<file path="src/common/cache_cfg.svh">
`ifndef CACHE_CFG_SVH
`define CACHE_CFG_SVH

// cache geometry
`define CACHE_SETS      256
`define CACHE_WAYS      2
`define CACHE_WORDS     4

// address and data widths
`define CACHE_ADDR_W    32
`define CACHE_DATA_W    32
`define CACHE_INDEX_W   8
`define CACHE_OFFSET_W  4
`define CACHE_TAG_W     20

// victim lfsr start value
`define CACHE_LFSR_SEED 1

`endif

</file>
<file path="src/common/cache_pkg.sv">
`include "cache_cfg.svh"

package cache_pkg;

  typedef logic [`CACHE_INDEX_W-1:0] index_t;  // set number
  typedef logic [`CACHE_TAG_W-1:0]   tag_t;
  typedef logic [`CACHE_DATA_W-1:0]  word_t;
  typedef logic [`CACHE_DATA_W/8-1:0] strb_t;  // one bit per byte
  typedef logic [$clog2(`CACHE_WAYS)-1:0] way_t;

  // word 0 sits in the low bits
  typedef logic [`CACHE_WORDS*`CACHE_DATA_W-1:0] line_t;

  typedef struct packed {
    tag_t tag;
    logic valid;
  } tag_entry_t;

  // cpu address split into its fields
  typedef struct packed {
    tag_t                        tag;
    index_t                      index;
    logic [`CACHE_OFFSET_W-1:0]  offset;  // byte within line
  } addr_t;

endpackage

</file>
<file path="src/common/cache_array_if.sv">
`timescale 1ns/10ps
`include "cache_cfg.svh"

// controller to tag/data storage
interface cache_array_if ();

  cache_pkg::index_t index;  // read and write set

  // read side, one entry per way, one cycle after index
  cache_pkg::tag_t   rd_tag   [`CACHE_WAYS];
  logic              rd_valid [`CACHE_WAYS];
  logic              rd_dirty [`CACHE_WAYS];
  cache_pkg::line_t  rd_line  [`CACHE_WAYS];

  // write side, lands on next edge
  logic              wr_en;
  cache_pkg::way_t   wr_way;
  cache_pkg::tag_t   wr_tag;
  cache_pkg::line_t  wr_line;
  logic              wr_dirty;

  modport ctrl (
    output index, wr_en, wr_way, wr_tag, wr_line, wr_dirty,
    input  rd_tag, rd_valid, rd_dirty, rd_line
  );

  modport array (
    input  index, wr_en, wr_way, wr_tag, wr_line, wr_dirty,
    output rd_tag, rd_valid, rd_dirty, rd_line
  );

endinterface

</file>
<file path="src/cache/cache_ctrl.sv">
`timescale 1ns/10ps
`include "cache_cfg.svh"

module cache_ctrl (
  input  logic                     clk,
  input  logic                     reset,
  input  logic                     req_valid,
  input  logic                     req_write,
  input  logic [`CACHE_ADDR_W-1:0] req_addr,
  input  cache_pkg::strb_t         req_wstrb,
  input  cache_pkg::word_t         req_wdata,
  output logic                     req_ready,
  output logic                     resp_valid,
  output cache_pkg::word_t         resp_rdata,
  input  logic                     resp_ready,
  output logic                     rd_req,
  output logic [`CACHE_ADDR_W-1:0] rd_addr,
  input  logic                     rd_rdy,
  input  logic                     ret_valid,
  input  logic                     ret_last,
  input  cache_pkg::word_t         ret_data,
  output logic                     wr_req,
  output logic [`CACHE_ADDR_W-1:0] wr_addr,
  output cache_pkg::line_t         wr_data,
  input  logic                     wr_rdy,
  cache_array_if.ctrl              arr
);

  typedef enum logic [2:0] {
    st_idle, st_lookup, st_respond, st_writeback, st_refill
  } state_t;

  state_t                            state, state_nxt;
  cache_pkg::addr_t                  req_split;
  // request buffer
  logic                              write_q;
  cache_pkg::addr_t                  addr_q;
  cache_pkg::strb_t                  wstrb_q;
  cache_pkg::word_t                  wdata_q;
  logic [`CACHE_WAYS-1:0]            hit_vec;
  logic                              hit;
  cache_pkg::way_t                   hit_way;
  cache_pkg::way_t                   victim_nxt, victim_q;
  logic [7:0]                        lfsr;
  logic                              rd_sent;  // line read accepted by memory
  logic [$clog2(`CACHE_WORDS)-1:0]   beat, word_sel;
  cache_pkg::line_t                  fill_line, refill_line, base_line, merged_line;
  cache_pkg::word_t                  resp_word;

  assign req_split = req_addr;
  assign word_sel  = addr_q.offset[`CACHE_OFFSET_W-1:2];

  // lookup uses the address straight from the port, later states the buffer
  assign arr.index = (state == st_idle) ? req_split.index : addr_q.index;

  for (genvar w = 0; w < `CACHE_WAYS; w++) begin : g_hit
    assign hit_vec[w] = arr.rd_valid[w] && (arr.rd_tag[w] == addr_q.tag);
  end
  assign hit        = |hit_vec;
  assign hit_way    = cache_pkg::way_t'(hit_vec[1]);
  assign victim_nxt = cache_pkg::way_t'(lfsr[0]);

  // incoming beat dropped into its slot of the partial line
  always_comb begin
    refill_line = fill_line;
    refill_line[beat*`CACHE_DATA_W +: `CACHE_DATA_W] = ret_data;
  end

  assign base_line = (state == st_refill) ? refill_line : arr.rd_line[hit_way];

  // store bytes over the addressed word; loads pass through
  always_comb begin
    merged_line = base_line;
    for (int b = 0; b < `CACHE_DATA_W/8; b++) begin
      if (write_q && wstrb_q[b])
        merged_line[word_sel*`CACHE_DATA_W + b*8 +: 8] = wdata_q[b*8 +: 8];
    end
  end
  assign resp_word = merged_line[word_sel*`CACHE_DATA_W +: `CACHE_DATA_W];

  always_comb begin
    state_nxt = state;
    case (state)
      st_idle:
        if (req_valid) state_nxt = st_lookup;
      st_lookup:
        if (hit)
          state_nxt = st_respond;
        else if (arr.rd_valid[victim_nxt] && arr.rd_dirty[victim_nxt])
          state_nxt = st_writeback;  // dirty victim goes out first
        else
          state_nxt = st_refill;
      st_writeback:
        if (wr_rdy) state_nxt = st_refill;
      st_refill:
        if (ret_valid && ret_last) state_nxt = st_respond;
      st_respond:
        if (resp_ready) state_nxt = st_idle;
      default:
        state_nxt = st_idle;
    endcase
  end

  always_ff @(posedge clk or posedge reset) begin
    if (reset) begin
      state    <= st_idle;
      lfsr     <= 8'(`CACHE_LFSR_SEED);
      victim_q <= '0;
      rd_sent  <= 1'b0;
      beat     <= '0;
    end else begin
      state <= state_nxt;
      lfsr  <= {lfsr[6:0], lfsr[7] ^ lfsr[5]};  // x^8+x^6+1
      if (state == st_lookup)
        victim_q <= victim_nxt;
      if (state != st_refill)
        rd_sent <= 1'b0;
      else if (rd_req && rd_rdy)
        rd_sent <= 1'b1;
      if (state != st_refill)
        beat <= '0;
      else if (ret_valid)
        beat <= beat + 1'b1;
    end
  end

  always_ff @(posedge clk) begin
    if (req_valid && req_ready) begin
      write_q <= req_write;
      addr_q  <= req_split;
      wstrb_q <= req_wstrb;
      wdata_q <= req_wdata;
    end
    if (state == st_refill && ret_valid)
      fill_line <= refill_line;
    if ((state == st_lookup && hit) || (state == st_refill && ret_valid && ret_last))
      resp_rdata <= resp_word;  // held through respond
  end

  // hit store or last refill beat updates the way
  assign arr.wr_en    = (state == st_lookup && hit && write_q) ||
                        (state == st_refill && ret_valid && ret_last);
  assign arr.wr_way   = (state == st_refill) ? victim_q : hit_way;
  assign arr.wr_tag   = addr_q.tag;
  assign arr.wr_line  = merged_line;
  assign arr.wr_dirty = write_q;

  assign req_ready  = (state == st_idle);
  assign resp_valid = (state == st_respond);

  assign rd_req  = (state == st_refill) && !rd_sent;
  assign rd_addr = {addr_q.tag, addr_q.index, {`CACHE_OFFSET_W{1'b0}}};

  // array output stays put while waiting, no writes happen here
  assign wr_req  = (state == st_writeback);
  assign wr_addr = {arr.rd_tag[victim_q], addr_q.index, {`CACHE_OFFSET_W{1'b0}}};
  assign wr_data = arr.rd_line[victim_q];

endmodule

</file>
<file path="src/flat_wrapper.sv">
// flat-port wrapper written by rule: the top's interface ports become plain ports
module cache_ctrl_flat 
  (clk, reset, req_valid, req_write, req_addr, req_wstrb, req_wdata, req_ready, resp_valid, resp_rdata, resp_ready, rd_req, rd_addr, rd_rdy, ret_valid, ret_last, ret_data, wr_req, wr_addr, wr_data, wr_rdy, arr_index, arr_wr_en, arr_wr_way, arr_wr_tag, arr_wr_line, arr_wr_dirty, arr_rd_tag, arr_rd_valid, arr_rd_dirty, arr_rd_line);
  cache_array_if arr_i ();
  input  logic clk;
  input  logic reset;
  input  logic req_valid;
  input  logic req_write;
  input  logic [`CACHE_ADDR_W-1:0] req_addr;
  input  cache_pkg::strb_t req_wstrb;
  input  cache_pkg::word_t req_wdata;
  output logic req_ready;
  output logic resp_valid;
  output cache_pkg::word_t resp_rdata;
  input  logic resp_ready;
  output logic rd_req;
  output logic [`CACHE_ADDR_W-1:0] rd_addr;
  input  logic rd_rdy;
  input  logic ret_valid;
  input  logic ret_last;
  input  cache_pkg::word_t ret_data;
  output logic wr_req;
  output logic [`CACHE_ADDR_W-1:0] wr_addr;
  output cache_pkg::line_t wr_data;
  input  logic wr_rdy;
  output wire logic [$bits(arr_i.index)-1:0] arr_index;
  output wire logic [$bits(arr_i.wr_en)-1:0] arr_wr_en;
  output wire logic [$bits(arr_i.wr_way)-1:0] arr_wr_way;
  output wire logic [$bits(arr_i.wr_tag)-1:0] arr_wr_tag;
  output wire logic [$bits(arr_i.wr_line)-1:0] arr_wr_line;
  output wire logic [$bits(arr_i.wr_dirty)-1:0] arr_wr_dirty;
  input wire logic [$bits(arr_i.rd_tag)-1:0] arr_rd_tag;
  input wire logic [$bits(arr_i.rd_valid)-1:0] arr_rd_valid;
  input wire logic [$bits(arr_i.rd_dirty)-1:0] arr_rd_dirty;
  input wire logic [$bits(arr_i.rd_line)-1:0] arr_rd_line;
  assign arr_index = arr_i.index;
  assign arr_wr_en = arr_i.wr_en;
  assign arr_wr_way = arr_i.wr_way;
  assign arr_wr_tag = arr_i.wr_tag;
  assign arr_wr_line = arr_i.wr_line;
  assign arr_wr_dirty = arr_i.wr_dirty;
  assign arr_i.rd_tag = {>>{arr_rd_tag}};
  assign arr_i.rd_valid = {>>{arr_rd_valid}};
  assign arr_i.rd_dirty = {>>{arr_rd_dirty}};
  assign arr_i.rd_line = {>>{arr_rd_line}};
  cache_ctrl u_core (.clk(clk), .reset(reset), .req_valid(req_valid), .req_write(req_write), .req_addr(req_addr), .req_wstrb(req_wstrb), .req_wdata(req_wdata), .req_ready(req_ready), .resp_valid(resp_valid), .resp_rdata(resp_rdata), .resp_ready(resp_ready), .rd_req(rd_req), .rd_addr(rd_addr), .rd_rdy(rd_rdy), .ret_valid(ret_valid), .ret_last(ret_last), .ret_data(ret_data), .wr_req(wr_req), .wr_addr(wr_addr), .wr_data(wr_data), .wr_rdy(wr_rdy), .arr(arr_i));
endmodule
</file>
<file path="config.mk">
export PLATFORM = sky130hd
export DESIGN_NAME = cache_ctrl_flat
export DESIGN_NICKNAME = d
export VERILOG_FILES = /design/src/common/cache_pkg.sv /design/src/common/cache_array_if.sv /design/src/cache/cache_ctrl.sv /design/src/flat_wrapper.sv
export VERILOG_INCLUDE_DIRS = /design/src /design/src/common
export SDC_FILE = /design/constraint.sdc
export NUM_CORES = 1
export LEC_CHECK = 0
export BUFFER_PORTS_ARGS = -buffer_cell sky130_fd_sc_hd__buf_2
export CAP_MARGIN = 20
export CORE_AREA = 2 2 314 316
export DETAILED_ROUTE_END_ITERATION = 6
export DIE_AREA = 0 0 316 318
export GPL_TIMING_DRIVEN = 0
export SLEW_MARGIN = 10
export SYNTH_ARGS = -nofsm -noshare
export SYNTH_HDL_FRONTEND = slang
export SYNTH_SLANG_ARGS = --single-unit
</file>
<file path="constraint.sdc">
create_clock -name clk -period 5.3 [get_ports clk]
set_input_delay 0.53 -clock clk [delete_from_list [all_inputs] [get_ports clk]]
set_output_delay 0.53 -clock clk [all_outputs]
set_load 0.02 [all_outputs]
</file>
==> impl_metrics.tcl <==
set metrics [dict create \
    vias 20647 \
    critPathLaunch "u_core.addr_q[3]" \
    slew_viol_final 0 \
    cts_buffer_depth 3 \
    use_met2_pct 37.6 \
    die-area_sq_um 100000 \
    root_buffer "clkbuf_16" \
    synthArstFlopShare_pct 6.20 \
    peakVddDrop_v 0.000264 \
    path_max_fanout 12 \
    synth_cells 1759 \
    ios 796 \
    start_util_pct 17.3 \
    clock_sinks 242 \
    cp_data_required_time_ps 4770 \
    antenna_found_initial 64 \
    grt_pass1_wl_um 179000 \
    gp_congestion 0.996 \
    dp.final_hpwl_um 115000 \
    wl_per_cell_um 35.6 \
    cap_violations 0 \
    viasPerCell 5.24 \
    grt_use_met1_pct 34.1 \
    synth_seq_area_share_pct 42.6 \
    synth_cell_types 60 \
    rsz0062_at_grt "no" \
    max_freq_mhz 188 \
    insertion_delay_ps 570 \
    stdcell_count 3939 \
    violations "setup timing" \
    cts_max_level 2 \
    clk_pin_slew_ps 60 \
    fin_tns_setup_ps -6.82 \
    pre_cts_slack_ps -75.3 \
    synthFlopType "edfxtp_1" \
    setup_viol 1 \
    outcome "complete, but fails checks" \
    use_met3_pct 12.5 \
    fillers 10726 \
    io_buffer_count 785 \
    die_w_um 316 \
    critPathKind "reg2out" \
    synth_seq_cells 242 \
    utilization_pct 24.7 \
    p_leak_uw 0.00996 \
    grt_pass1_vias 19117 \
    yosysWarningCount 0 \
    firstDrtPassIters 6 \
    fin_nets 3027 \
    syn_area_sq_um 16900 \
    worst_clock_skew_ps 34.0 \
    tightest_slew_ps 1240 \
    cp.arrival_ps 4780 \
    syn_to_final_growth_pct 42.6 \
    postRouteAntennaNets 0 \
    rows 115 \
    design_area_sq_um 24100 \
    finalCriticalPeriod_ps 5310 \
    top_usage_layer "met2" \
    drive_above_1_share_pct 43.8 \
    cts-hold-fix-buffers 0 \
    wl_um 140000 \
    dp.cells 3858 \
    cts_made_buffers 35 \
    hp-class "in2async" \
    drt_iter0_markers 2672 \
    hold_viol 0 \
    slew_headroom_pct 17.5 \
    setup_slack_ps -6.82 \
    grt_max_degree 53 \
    die_h_um 318 \
    drc_errors 0 \
    cts_tree "yes" \
    grt_remaining_overflow 0 \
    fin_crit_sh_pct 100 \
    end_kind "output pin" \
    r2r-start "u_core.addr_q[3]" \
    synth-edff-count 227 \
    grtUsageTotal_pct 26.6 \
    avgSynthCellArea_sq_um 9.59 \
    power_density_nw_per_um2 469 \
    dpl_cell_area_sq_um 22800 \
    core-area_sq_um 97400 \
    setup.worst_path.start_class "flop" \
]
cells in the final DEF (no fill, tap or decap), types with 9 or more instances in the layout:
cell / count
xor2_1: 27
mux4_2: 24
a22o_1: 125
a31oi_1: 210
o31a_1: 9
nand3_1: 38
clkbuf_16: 37
edfxtp_1: 227
xnor2_1: 15
buf_2: 794
nor2_1: 224
clkbuf_2: 14
buf_6: 11
buf_4: 71
a21oi_1: 25
ha_1: 10
buf_1: 16
and3_1: 21
clkbuf_1: 97
diode_2: 18
inv_1: 15
dfrtp_1: 14
nand2_1: 269
o21ai_0: 48
mux2_2: 154
cells by family after synthesis:
family	share of synthesized area (%)
AO/OA/AOI/OAI	18.8
XOR/XNOR	2.18
flip-flops	42.6
multiplexers	13.7
adder cells (fa/ha/maj)	0.742
buffers and inverters	6.78
other	0.0222
AND/OR/NAND/NOR	15.2
cell usage after synthesis (4+ instances only):
master / number / area share, %
a211o_1: 4 / 0.21
a21boi_0: 5 / 0.22
a21oi_1: 25 / 0.74
a22o_1: 125 / 6.5
a311o_1: 5 / 0.30
a31oi_1: 212 / 7.9
and2_1: 8 / 0.30
and3_1: 22 / 0.82
and4_1: 4 / 0.21
buf_1: 18 / 0.40
buf_2: 8 / 0.24
buf_4: 65 / 2.9
buf_6: 6 / 0.40
clkbuf_1: 107 / 2.4
dfrtp_1: 14 / 2.1
edfxtp_1: 227 / 40
ha_1: 10 / 0.74
inv_1: 16 / 0.36
mux2_2: 154 / 10
mux4_2: 24 / 3.2
nand2_1: 269 / 6.0
nand3_1: 38 / 1.1
nand4_1: 5 / 0.19
nor2_1: 229 / 5.1
nor3_1: 5 / 0.15
nor4_1: 7 / 0.26
o21ai_0: 49 / 1.5
o311ai_0: 4 / 0.21
o31a_1: 9 / 0.47
xnor2_1: 15 / 0.78
xor2_1: 27 / 1.4
routing by layer:
layer  vias to the layer above  routed length (um)  share of wire [%]
met2                      1732               57100                 41
met3                       359               21000                 15
li1                       8288                   -                  -
met5                         -                 249               0.18
met1                     10226               54700                 39
met4                        42                7370                5.2
cell type report:
cell class	instances	area, sq um	area share [%]
flip-flops and latches	242	7190	29.9
clock inverters	18	180	0.749
plain buffers	203	1090	4.55
repair buffers	807	4250	17.7
well taps	1287	1610	6.70
multi-input cells	1302	8630	35.9
inverters	17	67.6	0.281
clock buffers	45	976	4.06
diodes	18	45.0	0.187
per-stage QoR:
step | total power [uW] | hold WS (ps)
detailed placement | 8650 | 336
global placement | 8570 | 335
floorplan | 5940 | 331
finish | 11300 | 63.0
CTS | 11100 | 53.5
global route | 11500 | 107
where the power goes:
group	total (uW)	switching (uW)	internal, uW
Combinational	5990	4180	1810
Clock	2460	1010	1450
Sequential	2840	244	2590
state kept, by name, summed over array words and instances, names as in the netlist:
name / cells
u_core.arr.wr_dirty: 1
u_core.lfsr: 8
u_core.state: 3
u_core.rd_sent: 1
u_core.beat: 2
u_core.rd_addr: 8
u_core.addr_q: 2
u_core.resp_rdata: 32
u_core.fill_line: 128
u_core.arr.wr_tag: 20
u_core.victim_q: 1
u_core.wstrb_q: 4
u_core.wdata_q: 32
critical path: stages, from the launching register on:
cell        delay (ps)
edfxtp_1           420
clkbuf_1           280
clkinvlp_4         310
buf_4              430
ha_1               400
and3_1             260
buf_1              480
clkbuf_1           490
a31oi_1            240
a31oi_1            540
buf_2              320
what timing repair did:
item                       4_1_cts  5_1_grt
cloned                           0        0
pin swaps                        1        0
setup endpoints to repair       52        5
buffers inserted                 2        0
resized for setup                5        4
final timing paths:
path / endpoint / slack, ps / cells after the start
max: arr_wr_line[43] / -7 / 10
min: u_core.rd_sent / 60 / 2
min reg2reg: u_core.lfsr[5] / 350 / 0
max reg2reg: u_core.resp_rdata[20] / 540 / 11
min in group clk: u_core.wdata_q[11] / 140 / 1
max in group asynchronous: u_core.lfsr[5] / 4800 / 2
Power figures use the tool's default switching activity.
